## config.mk

```make
export PLATFORM = sky130hd
export DESIGN_NAME = turbo_core_top
export DESIGN_NICKNAME = d
export VERILOG_FILES = /design/src/verilog/turbo_pkg.sv /design/src/verilog/turbo_regs.sv /design/src/verilog/turbo_fsm.sv /design/src/verilog/core_clock_div.sv /design/src/verilog/core_reset_gen.sv /design/src/verilog/turbo_core_top.sv
export SDC_FILE = /design/constraint.sdc
export NUM_CORES = 1
export LEC_CHECK = 0
export ABC_AREA = 0
export ABC_CLOCK_PERIOD_IN_PS = 2200
export BUFFER_PORTS_ARGS = -buffer_cell sky130_fd_sc_hd__buf_4
export CAP_MARGIN = 20
export CORE_ASPECT_RATIO = 1.25
export CORE_UTILIZATION = 50
export CTS_BUF_LIST = sky130_fd_sc_hd__clkbuf_16
export DETAILED_ROUTE_END_ITERATION = 10
export GPL_ROUTABILITY_DRIVEN = 1
export PLACE_DENSITY = 0.77
export SLEW_MARGIN = 20
export SYNTH_ARGS = -nofsm -noshare
export SYNTH_HDL_FRONTEND = slang
export SYNTH_SLANG_ARGS = --single-unit
export TNS_END_PERCENT = 1
```

## constraint.sdc

```tcl
create_clock -name clk_sys_117_964 -period 2.2 [get_ports clk_sys_117_964]
set_input_delay 0.22 -clock clk_sys_117_964 [delete_from_list [all_inputs] [get_ports clk_sys_117_964]]
set_output_delay 0.22 -clock clk_sys_117_964 [all_outputs]
set_load 0.005 [all_outputs]
```

## src/verilog/turbo_pkg.sv

```systemverilog
////////////////////
// turbo and timebase package
// speed, state and register address enums
// bus widths, divider reloads, reset and suppression lengths
////////////////////

package turbo_pkg;

  // bus widths
  localparam int BUS_ADDR_W = 12;
  localparam int BUS_DATA_W = 32;

  typedef enum logic [1:0] {
    SPEED_1X   = 2'd0,
    SPEED_4X   = 2'd1,
    SPEED_50X  = 2'd2,
    SPEED_FULL = 2'd3
  } turbo_speed_e;

  typedef enum logic [1:0] {
    TURBO_OFF        = 2'd0,
    TURBO_SUPPRESSED = 2'd1,
    TURBO_ARMED      = 2'd2
  } turbo_state_e;

  // settings register map
  typedef enum logic [BUS_ADDR_W-1:0] {
    ADDR_RESET    = 12'h000,
    ADDR_SOUND    = 12'h010,
    ADDR_SPEED    = 12'h100,
    ADDR_CANCEL   = 12'h104,
    ADDR_SUPPRESS = 12'h108
  } reg_addr_e;

  ////////////////////
  // core timebase
  ////////////////////
  localparam int DIV_W = 12;
  localparam logic [DIV_W-1:0] BASE_DIV    = 12'd100;
  localparam logic [DIV_W-1:0] RELOAD_1X   = BASE_DIV;
  localparam logic [DIV_W-1:0] RELOAD_4X   = BASE_DIV / 4;
  localparam logic [DIV_W-1:0] RELOAD_50X  = BASE_DIV / 50;
  localparam logic [DIV_W-1:0] RELOAD_FULL = 12'd1;

  // reset and suppression lengths, shortened for simulation
  localparam int CORE_RESET_CYCLES = 64;
  localparam int RST_W             = $clog2(CORE_RESET_CYCLES + 1);
  localparam int SUPPRESS_TICKS    = 40;
  localparam int SUP_W             = $clog2(SUPPRESS_TICKS + 1);
  localparam int SS_RESET_TICKS    = 4;
  localparam int SS_W              = $clog2(SS_RESET_TICKS + 1);

endpackage

```

## src/verilog/turbo_regs.sv

```systemverilog
////////////////////
// wishbone settings registers
// sound, speed, cancel and suppress settings, bus reset pulse
// buzzer audio gate
////////////////////

`timescale 1ns/1ps

module turbo_regs
  import turbo_pkg::*;
(
  input  logic                  clk_sys_117_964,
  input  logic                  reset_turbo_s,
  input  logic                  wb_cyc,
  input  logic                  wb_stb,
  input  logic                  wb_we,
  input  logic [BUS_ADDR_W-1:0] wb_adr,
  input  logic [BUS_DATA_W-1:0] wb_dat_w,
  output logic [BUS_DATA_W-1:0] wb_dat_r,
  output logic                  wb_ack,
  input  logic                  turbo_cancel,
  input  logic                  buzzer,
  output turbo_speed_e          turbo_speed,
  output logic                  cancel_on_event,
  output logic                  suppress_on_activate,
  output logic                  reset_request,
  output logic                  audio_out
);

  logic disable_sound;
  logic bus_hit;
  logic bus_wr;

  // new cycle seen, ack not yet given
  assign bus_hit = wb_cyc && wb_stb && !wb_ack;
  assign bus_wr  = bus_hit && wb_we;

  ////////////////////
  // bus handshake and writes
  ////////////////////
  always_ff @(posedge clk_sys_117_964) begin
    if (reset_turbo_s) begin
      wb_ack               <= 1'b0;
      reset_request        <= 1'b0;
      disable_sound        <= 1'b0;
      turbo_speed          <= SPEED_1X;
      cancel_on_event      <= 1'b0;
      suppress_on_activate <= 1'b0;
    end else begin
      wb_ack        <= bus_hit;
      reset_request <= 1'b0;

      if (bus_wr) begin
        case (wb_adr)
          ADDR_RESET:    reset_request        <= 1'b1;
          ADDR_SOUND:    disable_sound        <= wb_dat_w[0];
          ADDR_SPEED:    turbo_speed          <= turbo_speed_e'(wb_dat_w[1:0]);
          ADDR_CANCEL:   cancel_on_event      <= wb_dat_w[0];
          ADDR_SUPPRESS: suppress_on_activate <= wb_dat_w[0];
          default: begin
          end
        endcase
      end

      // a cancel from the fsm drops back to 1x
      if (turbo_cancel) begin
        turbo_speed <= SPEED_1X;
      end
    end
  end

  ////////////////////
  // read mux
  ////////////////////
  // reads the live registers, so a cancel shows up on the next read
  always_comb begin
    wb_dat_r = '0;
    case (wb_adr)
      ADDR_SOUND:    wb_dat_r[0]   = disable_sound;
      ADDR_SPEED:    wb_dat_r[1:0] = turbo_speed;
      ADDR_CANCEL:   wb_dat_r[0]   = cancel_on_event;
      ADDR_SUPPRESS: wb_dat_r[0]   = suppress_on_activate;
      default:       wb_dat_r      = '0;
    endcase
  end

  // buzzer muted when sound off or running too fast to be audible
  assign audio_out = buzzer && !disable_sound &&
                     (turbo_speed == SPEED_1X || turbo_speed == SPEED_4X);

endmodule

```

## src/verilog/turbo_fsm.sv

```systemverilog
////////////////////
// turbo state machine
// activation detect, suppression countdown in core ticks
// cancel on buzzer
////////////////////

`timescale 1ns/1ps

module turbo_fsm
  import turbo_pkg::*;
(
  input  logic         clk_sys_117_964,
  input  logic         reset_turbo_s,
  input  turbo_speed_e turbo_speed,
  input  logic         cancel_on_event,
  input  logic         suppress_on_activate,
  input  logic         buzzer,
  input  logic         tick,
  output logic         turbo_cancel
);

  turbo_state_e     state;
  logic             prev_speed_zero;
  logic             speed_zero;
  logic             activated;
  logic [SUP_W-1:0] sup_cnt;

  assign speed_zero = (turbo_speed == SPEED_1X);

  // speed went from zero to non-zero
  assign activated = prev_speed_zero && !speed_zero;

  always_ff @(posedge clk_sys_117_964) begin
    if (reset_turbo_s) begin
      state           <= TURBO_OFF;
      prev_speed_zero <= 1'b1;
      sup_cnt         <= '0;
      turbo_cancel    <= 1'b0;
    end else begin
      prev_speed_zero <= speed_zero;
      turbo_cancel    <= 1'b0;

      case (state)
        TURBO_OFF: begin
          if (activated) begin
            if (suppress_on_activate) begin
              state   <= TURBO_SUPPRESSED;
              sup_cnt <= SUP_W'(SUPPRESS_TICKS);
            end else begin
              state <= TURBO_ARMED;
            end
          end
        end

        // buzzer is ignored here
        TURBO_SUPPRESSED: begin
          if (speed_zero) begin
            state   <= TURBO_OFF;
            sup_cnt <= '0;
          end else if (tick) begin
            sup_cnt <= sup_cnt - 1'b1;
            if (sup_cnt == SUP_W'(1)) begin
              state <= TURBO_ARMED;
            end
          end
        end

        TURBO_ARMED: begin
          if (speed_zero) begin
            state <= TURBO_OFF;
          end else if (cancel_on_event && buzzer) begin
            turbo_cancel <= 1'b1;
            state        <= TURBO_OFF;
          end
        end

        default: begin
          state <= TURBO_OFF;
        end
      endcase
    end
  end

endmodule

```

## src/verilog/core_clock_div.sv

```systemverilog
////////////////////
// core clock-enable divider
// speed-dependent reload, tick and double-rate tick
////////////////////

`timescale 1ns/1ps

module core_clock_div
  import turbo_pkg::*;
(
  input  logic         clk_sys_117_964,
  input  logic         reset_turbo_s,
  input  turbo_speed_e turbo_speed,
  input  logic         ss_halt,
  output logic         tick,
  output logic         tick_2x,
  output logic         core_clk_en,
  output logic         core_clk_2x_en
);

  logic [DIV_W-1:0] count;
  logic [DIV_W-1:0] half;
  logic [DIV_W-1:0] reload;

  // reload table
  always_comb begin
    case (turbo_speed)
      SPEED_1X:   reload = RELOAD_1X;
      SPEED_4X:   reload = RELOAD_4X;
      SPEED_50X:  reload = RELOAD_50X;
      SPEED_FULL: reload = RELOAD_FULL;
      default:    reload = RELOAD_1X;
    endcase
  end

  ////////////////////
  // down-counter
  ////////////////////
  // half point latched with the reload so a speed change
  // never skips or doubles a tick
  always_ff @(posedge clk_sys_117_964) begin
    if (reset_turbo_s) begin
      count <= RELOAD_1X;
      half  <= RELOAD_1X >> 1;
    end else if (count == '0) begin
      count <= reload;
      half  <= (reload == RELOAD_FULL) ? RELOAD_FULL : (reload >> 1);
    end else begin
      count <= count - 1'b1;
    end
  end

  assign tick    = (count == '0);
  assign tick_2x = (count == '0) || (count == half);

  // savestate halt freezes the core
  assign core_clk_en    = tick && !ss_halt;
  assign core_clk_2x_en = tick_2x && !ss_halt;

endmodule

```

## src/verilog/core_reset_gen.sv

```systemverilog
////////////////////
// core reset generator
// timed bus reset, savestate reset in double-rate ticks
////////////////////

`timescale 1ns/1ps

module core_reset_gen
  import turbo_pkg::*;
(
  input  logic clk_sys_117_964,
  input  logic reset_turbo_s,
  input  logic reset_request,
  input  logic ss_begin_reset,
  input  logic tick_2x,
  output logic core_reset
);

  logic [RST_W-1:0] bus_cnt;
  logic [SS_W-1:0]  ss_cnt;

  // bus-requested reset counts system cycles
  always_ff @(posedge clk_sys_117_964) begin
    if (reset_turbo_s) begin
      bus_cnt <= '0;
    end else if (reset_request) begin
      bus_cnt <= RST_W'(CORE_RESET_CYCLES);
    end else if (bus_cnt != '0) begin
      bus_cnt <= bus_cnt - 1'b1;
    end
  end

  // savestate reset counts tick_2x pulses, so its length depends on speed
  always_ff @(posedge clk_sys_117_964) begin
    if (reset_turbo_s) begin
      ss_cnt <= '0;
    end else if (ss_begin_reset) begin
      ss_cnt <= SS_W'(SS_RESET_TICKS);
    end else if (ss_cnt != '0 && tick_2x) begin
      ss_cnt <= ss_cnt - 1'b1;
    end
  end

  assign core_reset = (bus_cnt != '0) || (ss_cnt != '0);

endmodule

```

## src/verilog/turbo_core_top.sv

```systemverilog
////////////////////
// turbo and timebase top level
// settings, divider, turbo fsm, reset generator
////////////////////

`timescale 1ns/1ps

module turbo_core_top
  import turbo_pkg::*;
(
  input  logic                  clk_sys_117_964,
  input  logic                  reset_turbo_s,
  input  logic                  wb_cyc,
  input  logic                  wb_stb,
  input  logic                  wb_we,
  input  logic [BUS_ADDR_W-1:0] wb_adr,
  input  logic [BUS_DATA_W-1:0] wb_dat_w,
  output logic [BUS_DATA_W-1:0] wb_dat_r,
  output logic                  wb_ack,
  input  logic                  buzzer,
  input  logic                  ss_halt,
  input  logic                  ss_begin_reset,
  output logic                  core_clk_en,
  output logic                  core_clk_2x_en,
  output logic                  core_reset,
  output logic                  audio_out
);

  turbo_speed_e turbo_speed;
  logic         cancel_on_event;
  logic         suppress_on_activate;
  logic         reset_request;
  logic         turbo_cancel;
  logic         tick;
  logic         tick_2x;

  turbo_regs turbo_core_regs (
    .clk_sys_117_964     (clk_sys_117_964),
    .reset_turbo_s       (reset_turbo_s),
    .wb_cyc              (wb_cyc),
    .wb_stb              (wb_stb),
    .wb_we               (wb_we),
    .wb_adr              (wb_adr),
    .wb_dat_w            (wb_dat_w),
    .wb_dat_r            (wb_dat_r),
    .wb_ack              (wb_ack),
    .turbo_cancel        (turbo_cancel),
    .buzzer              (buzzer),
    .turbo_speed         (turbo_speed),
    .cancel_on_event     (cancel_on_event),
    .suppress_on_activate(suppress_on_activate),
    .reset_request       (reset_request),
    .audio_out           (audio_out)
  );

  core_clock_div turbo_core_div (
    .clk_sys_117_964(clk_sys_117_964),
    .reset_turbo_s  (reset_turbo_s),
    .turbo_speed    (turbo_speed),
    .ss_halt        (ss_halt),
    .tick           (tick),
    .tick_2x        (tick_2x),
    .core_clk_en    (core_clk_en),
    .core_clk_2x_en (core_clk_2x_en)
  );

  turbo_fsm turbo_core_fsm (
    .clk_sys_117_964     (clk_sys_117_964),
    .reset_turbo_s       (reset_turbo_s),
    .turbo_speed         (turbo_speed),
    .cancel_on_event     (cancel_on_event),
    .suppress_on_activate(suppress_on_activate),
    .buzzer              (buzzer),
    .tick                (tick),
    .turbo_cancel        (turbo_cancel)
  );

  core_reset_gen turbo_core_rst (
    .clk_sys_117_964(clk_sys_117_964),
    .reset_turbo_s  (reset_turbo_s),
    .reset_request  (reset_request),
    .ss_begin_reset (ss_begin_reset),
    .tick_2x        (tick_2x),
    .core_reset     (core_reset)
  );

endmodule

```

==> results of run 1 <==
kinds of logic after synthesis:
| family | synth area share, % |
|---|---|
| muxes | 2.88 |
| and+or+nand+nor | 26.6 |
| DFF | 34.6 |
| xor gates and xnor gates | 5.41 |
| buffers and inverters | 12.8 |
| other | 0.154 |
| adders and majority gates | 3.60 |
| AOI/OAI and AO/OA | 14.0 |
timing repair:
item                       4_1_cts  5_1_grt
setup endpoints to repair        2        4
pin swaps                        1        0
hold buffers                     0        0
gates resized for setup          2        3
cell type report:
cell class                 instances  area, µm²
clock inverter                     3       41.3
tap                               60       75.1
sequential                        42        842
multi-input combinational        227       1400
clock buffer                       5        125
timing repair buffer              34        259
inverter                          13       48.8
fill                             431       1910
per-stage QoR:
| stage | TNS (ps) | utilization, % |
|---|---|---|
| 2_1_floorplan | 0 | - |
| 3_3_place_gp | 0 | 55.5 |
| 3_5_place_dp | 0 | 55.5 |
| 4_1_cts | 0 | 59.2 |
| 5_1_grt | -51.5 | 59.4 |
| 6_report | 0 | 59.4 |
power by group through the flow:
stage / registers [µW] / logic, µW / clock network (µW)
finish: 889 / 436 / 829
global route: 897 / 500 / 873
CTS: 888 / 437 / 844
detailed placement: 903 / 429 / 0
global placement: 901 / 414 / 0
floorplan: 894 / 357 / 0
cells in the final DEF (no fill, tap or decap), drive strengths merged, types with 3 or more instances in the layout:
cell,netlist,final
a2111oi,3,3
a211oi,5,5
a21oi,14,14
a31oi,4,4
buf,33,34
clkbuf,6,5
conb,1,30
dfxtp,42,42
ha,7,7
inv,13,14
mux2i,7,7
nand2,19,19
nand2b,7,7
nand3,5,5
nand4,5,5
nor2,38,38
nor3,20,20
nor3b,5,5
nor4,3,3
nor4b,3,3
o21ai,9,9
or3,5,5
or4,4,4
xnor2,8,8
xor2,7,7
worst max path at each step:
| stage | startpoint | slack [ps] | end | cells after the start |
|---|---|---|---|---|
| 6_report | turbo_core_div.count[4] | 40 | core_clk_2x_en | 5 |
| 5_1_grt | turbo_core_div.count[4] | -50 | core_clk_2x_en | 5 |
| 4_1_cts | turbo_core_div.count[4] | 2 | core_clk_2x_en | 5 |
| 3_5_place_dp | turbo_core_div.count[0] | 80 | turbo_core_fsm.state[0] | 7 |
| 3_3_place_gp | turbo_core_div.count[0] | 130 | turbo_core_fsm.state[0] | 7 |
| 2_1_floorplan | turbo_core_div.count[0] | 240 | turbo_core_fsm.state[0] | 7 |
routing by layer:
layer  GRT usage (%)  up-vias
met2            36.7       39
met3            3.71        5
met5               0        -
met1            21.6      923
li1                -     1022
met4            6.44        0
sequential cells by signal (all words and copies together) (netlist names), 2 cells and up:
| register | count |
|---|---|
| turbo_core_div.count | 12 |
| turbo_core_rst.ss_cnt | 3 |
| turbo_core_fsm.state | 2 |
| turbo_core_div.half | 3 |
| turbo_core_rst.bus_cnt | 7 |
| turbo_core_regs.turbo_speed | 2 |
| turbo_core_fsm.sup_cnt | 6 |
==> results.py, run 1 <==
metrics = {
    "run_status": {
        "status": "completed",
    },
    "power_and_ir_drop": {
        "p_clk_share_pct": 38.5,
        "seq_power_share_pct": 41.3,
        "finalPower_uw": 2150,
        "p_int_uw": 1570,
        "powerDensity_nw_per_um2": 773,
        "swShare_pct": 27.2,
        "switchingPower_uw": 586,
        "pwr-share-comb_pct": 20.3,
        "ir_drop_mv": 0.411,
        "p_leak_uw": 0.00109,
    },
    "placed_design": {
        "place_congestion": 0.771,
        "place_inst": 376,
        "portBuffers": 28,
        "dp_hpwl_mm": 3.38,
        "dp_slack_ps": 82.2,
        "placed_area_um2": 2610,
    },
    "cts": {
        "cts_tree": "built",
        "clock_sinks": 42,
        "ctsLongestPathBuffers": 2,
        "numCtsBuffers": 5,
        "clock_latency_ps": 290,
        "htreeDepth": 2,
        "cts-root-buf": "clkbuf_16",
        "clkTransAtPathRegs_ps": 60,
        "post_cts_buffers": 0,
    },
    "synth": {
        "syn_area_per_cell_um2": 8.32,
        "synth_area_leader_cell": "dfxtp_1",
        "syn-cell-area_um2": 2430,
        "ys_seq_area_share_pct": 34.6,
        "synth_commonest_cells": "dfxtp_1, nor2_1, buf_4",
        "async_flop_share_pct": 0,
        "ys_seq_elements": 42,
        "synth_top_area_share_pct": 34.6,
        "yosys.cell_types.count": 49,
        "syn_inst": 292,
        "synth_edf_count": 0,
        "synth_most_common_cell": "dfxtp_1",
        "yosys_warnings": 0,
        "synth_top_cells_by_area": "dfxtp_1, buf_4, nor2_1",
        "synth_ff_type": "dfxtp_1",
    },
    "global_route": {
        "grt_pass1_wl_mm": 7.91,
        "grt_max_degree": 39,
        "grt.total_usage_pct": 19.5,
        "antenna_found_initial": 0,
        "grt_pass1_vias": 1817,
        "gr-total-overflow": 0,
    },
    "worst_setup_path": {
        "start_kind": "flop",
        "cp-end-kind": "primary output",
        "worstReg2RegStart": "turbo_core_div.count[4]",
        "reg2reg_slack_ps": 150,
        "cp.required_ps": 1980,
        "critical_path_class": "reg -> out",
        "worstReg2RegEnd": "turbo_core_fsm.sup_cnt[1]",
        "crit_slowest_cell": "or4_4",
        "arrival_ps": 1940,
        "cp_num_buf_inv": 1,
        "worst_path_largest_cell_delay_ps": 530,
        "path_max_fanout": 7,
        "r2r.worst_path.cells": 6,
        "crit_family": "simple AND/OR/NAND/NOR gates",
        "worstPathCellList": "or4_4 > a2111oi_4 > a21oi_1 > nor3_1 > buf_4",
    },
    "hold_path": {
        "hp-class": "in -> reg",
        "whs_endpoint": "turbo_core_rst.ss_cnt[1]",
        "min_from": "ss_begin_reset",
        "holdPathStages": 2,
    },
    "routing": {
        "drc_errors": 0,
        "vias": 1989,
        "dr.max_layer_used": "met4",
        "met2WireLength_mm": 2.47,
        "wl_mm": 4.64,
        "wire_per_inst_um": 12.1,
        "met1_length_mm": 1.95,
        "routed_via_density": 5.18,
        "first_pass_iters": 4,
        "drtIter0Drc": 116,
        "wl_met3_um": 180,
        "drtAntennaViolNets": 0,
    },
    "sta": {
        "hold_viol": 0,
        "period_share_pct": 98.0,
        "rsz0062_at_grt": "yes",
        "worst_slack_ps": 42.9,
        "hold-worst-slack_ps": 125,
        "setup_viol": 0,
        "fmaxAchievable_mhz": 464,
        "post-route-min-period_ps": 2160,
        "skew_ps": 8.48,
        "maxSlewViolCount": 0,
    },
    "floorplan": {
        "start_util_pct": 51.8,
        "die_h_um": 79.9,
        "fp-row-count": 28,
        "core_region_area_um2": 4690,
        "pin_count": 89,
        "die_w_um": 64.4,
        "dieArea_um2": 5140,
    },
    "final_layout": {
        "layout-drive-gt1-share_pct": 17.0,
        "fin_cells": 384,
        "antenna_cells": 0,
        "area.growth.synth_to_final_pct": 14.7,
        "design_area_um2": 2790,
        "nNetsFinal": 382,
    },
    "job": {
        "maxCapViolCount": 0,
    },
}
Power figures use the tool's default switching activity.
==> run 2: changes to the inputs <==
PLACE_DENSITY = default   (was 0.77)
PLACE_DENSITY_LB_ADDON = 0.1   (was default)
==> results.py, run 2 (same netlist as run 1, synthesis figures left out) <==
metrics = {
    "run_status": {
        "status": "completed",
    },
    "sta": {
        "post-route-min-period_ps": 2170,
        "skew_ps": 4.78,
        "period_share_pct": 98.5,
        "setup_viol": 0,
        "hold_viol": 0,
        "fmaxAchievable_mhz": 462,
        "slew_headroom_pct": 65.7,
        "maxSlewViolCount": 0,
        "tightestPinTransition_ps": 507,
        "fin_setup_tns_ps": 0,
        "rsz0062_at_grt": "yes",
    },
    "routing": {
        "vias": 1994,
        "drc_errors": 0,
        "drtIter0Drc": 59,
        "drtAntennaViolNets": 0,
        "wire_per_inst_um": 12.1,
        "routed_via_density": 5.17,
        "wl_mm": 4.68,
        "first_pass_iters": 4,
    },
    "placed_design": {
        "place_congestion": 0.791,
        "dp_hpwl_mm": 3.48,
        "placed_area_um2": 2620,
        "portBuffers": 28,
    },
    "final_layout": {
        "top_regs": "turbo_core_div.count (12), turbo_core_rst.bus_cnt (7), turbo_core_fsm.sup_cnt (6)",
        "design_area_um2": 2800,
        "n_fill_cell": 456,
        "final_cell_mix": "dfxtp_1, nor2_1, buf_4",
        "antenna_cells": 0,
        "final_common_cell": "dfxtp_1",
        "nNetsFinal": 384,
        "largest-register": "turbo_core_div.count",
        "multi_input_area_um2": 1390,
        "area.growth.synth_to_final_pct": 15.1,
        "regArea_um2": 843,
        "layout-drive-gt1-share_pct": 17.8,
        "largest_register_ffs": 12,
    },
    "worst_setup_path": {
        "path_max_fanout": 3,
        "cp.required_ps": 1980,
        "worstPathCellList": "or4_4 > a2111oi_4 > a21oi_1 > nor3_1 > buf_4",
        "crit_slowest_cell": "or4_4",
        "critical_path_class": "reg -> out",
        "cp-end-kind": "primary output",
        "worst_path_largest_cell_delay_ps": 550,
        "worstReg2RegStart": "turbo_core_div.half[4]",
        "cp_num_buf_inv": 1,
        "start_kind": "flop",
        "crit_family": "simple AND/OR/NAND/NOR gates",
        "reg2reg_slack_ps": 190,
        "r2r.worst_path.cells": 4,
        "arrival_ps": 1950,
        "worstReg2RegEnd": "turbo_core_rst.ss_cnt[1]",
    },
    "cts": {
        "cts-root-buf": "clkbuf_16",
        "htreeDepth": 2,
        "clkTransAtPathRegs_ps": 60,
        "numCtsBuffers": 5,
        "cts_tree": "built",
        "clock_sinks": 42,
        "clock_latency_ps": 280,
        "ctsLongestPathBuffers": 2,
        "post_cts_buffers": 0,
    },
    "global_route": {
        "grt_pass1_vias": 1839,
        "grt.total_usage_pct": 20.0,
        "grt_max_degree": 39,
        "antenna_found_initial": 0,
        "gr-total-overflow": 0,
        "grt_pass1_wl_mm": 7.97,
    },
    "floorplan": {
        "pin_count": 89,
        "dieArea_um2": 5140,
        "die_w_um": 64.4,
        "die_h_um": 79.9,
        "core_region_area_um2": 4690,
        "fp-row-count": 28,
        "start_util_pct": 51.8,
    },
    "job": {
        "maxCapViolCount": 0,
    },
    "hold_path": {
        "hp-class": "in -> reg",
        "whs_endpoint": "turbo_core_regs.reset_request",
        "min_from": "wb_adr[4]",
        "holdPathStages": 2,
    },
    "power_and_ir_drop": {
        "ir_drop_mv": 0.541,
        "p_leak_uw": 0.00110,
        "powerDensity_nw_per_um2": 768,
    },
}
run 2: changes by cell type in the layout (fill, tap and decap cells not counted), sizes merged:
| cell | delta |
|---|---|
| clkinvlp | -1 |
| clkinv | +2 |
| buf | +2 |
| inv | -1 |
run 2: worst max-delay path by stage:
stage                                 start                 endpoint  slack, ps  cells after the start
CTS                 turbo_core_div.count[5]           core_clk_2x_en         20                      5
global placement    turbo_core_div.count[0]  turbo_core_fsm.state[0]        120                      7
floorplan           turbo_core_div.count[0]  turbo_core_fsm.state[0]        240                      7
detailed placement  turbo_core_div.count[0]  turbo_core_div.count[4]         90                      7
finish               turbo_core_div.half[4]           core_clk_2x_en         30                      5
global route        turbo_core_div.count[1]           core_clk_2x_en        -90                      6
run 2: routing by layer:
metal,vias to the layer above,GRT usage [%],share of wire (%)
met3,9,4.86,3.4
li1,1028,-,-
met4,0,7.78,1.7
met5,-,0,0
met1,911,22.9,44
met2,46,35.4,51
run 2: stage by stage:
| stage | setup WS, ps | util, % | std cells | hold WS, ps | total power, µW |
|---|---|---|---|---|---|
| floorplan | 243 | - | 321 | 289 | 1250 |
| global placement | 119 | 55.8 | 378 | 409 | 1330 |
| detailed placement | 92.4 | 55.8 | 378 | 407 | 1340 |
| CTS | 19.1 | 59.5 | 386 | 119 | 2180 |
| global route | -85.8 | 59.6 | 386 | 133 | 2280 |
| finish | 33.3 | 59.6 | 386 | 124 | 2150 |
run 2: repair_timing:
item                                    CTS  global route
cloned                                    0             0
endpoints found under the setup margin    2             2
pin swaps                                 1             0
hold buffers                              0             0
resized for setup                         3             1
run 2: area by class of cell:
class	count	area share (%)
sequential	42	30.2
clock buffer	5	4.47
inverter	13	1.74
clock inverter	3	1.43
multi-input combinational	227	49.8
tap	60	2.68
timing repair buffer	36	9.66
run 2: worst reg2reg max path: cells and delay by family (launching register included):
family | cells | cell delay (ps)
AO/OA/AOI/OAI | 3 | 1020
flip-flops | 1 | 330
AND/OR/NAND/NOR | 1 | 560
run 2: power breakdown:
part	leakage, µW	total, µW	internal, µW	switching (µW)
registers	0.000341	886	832	54.0
clock network	0.0000836	821	531	291
logic	0.000679	440	213	227
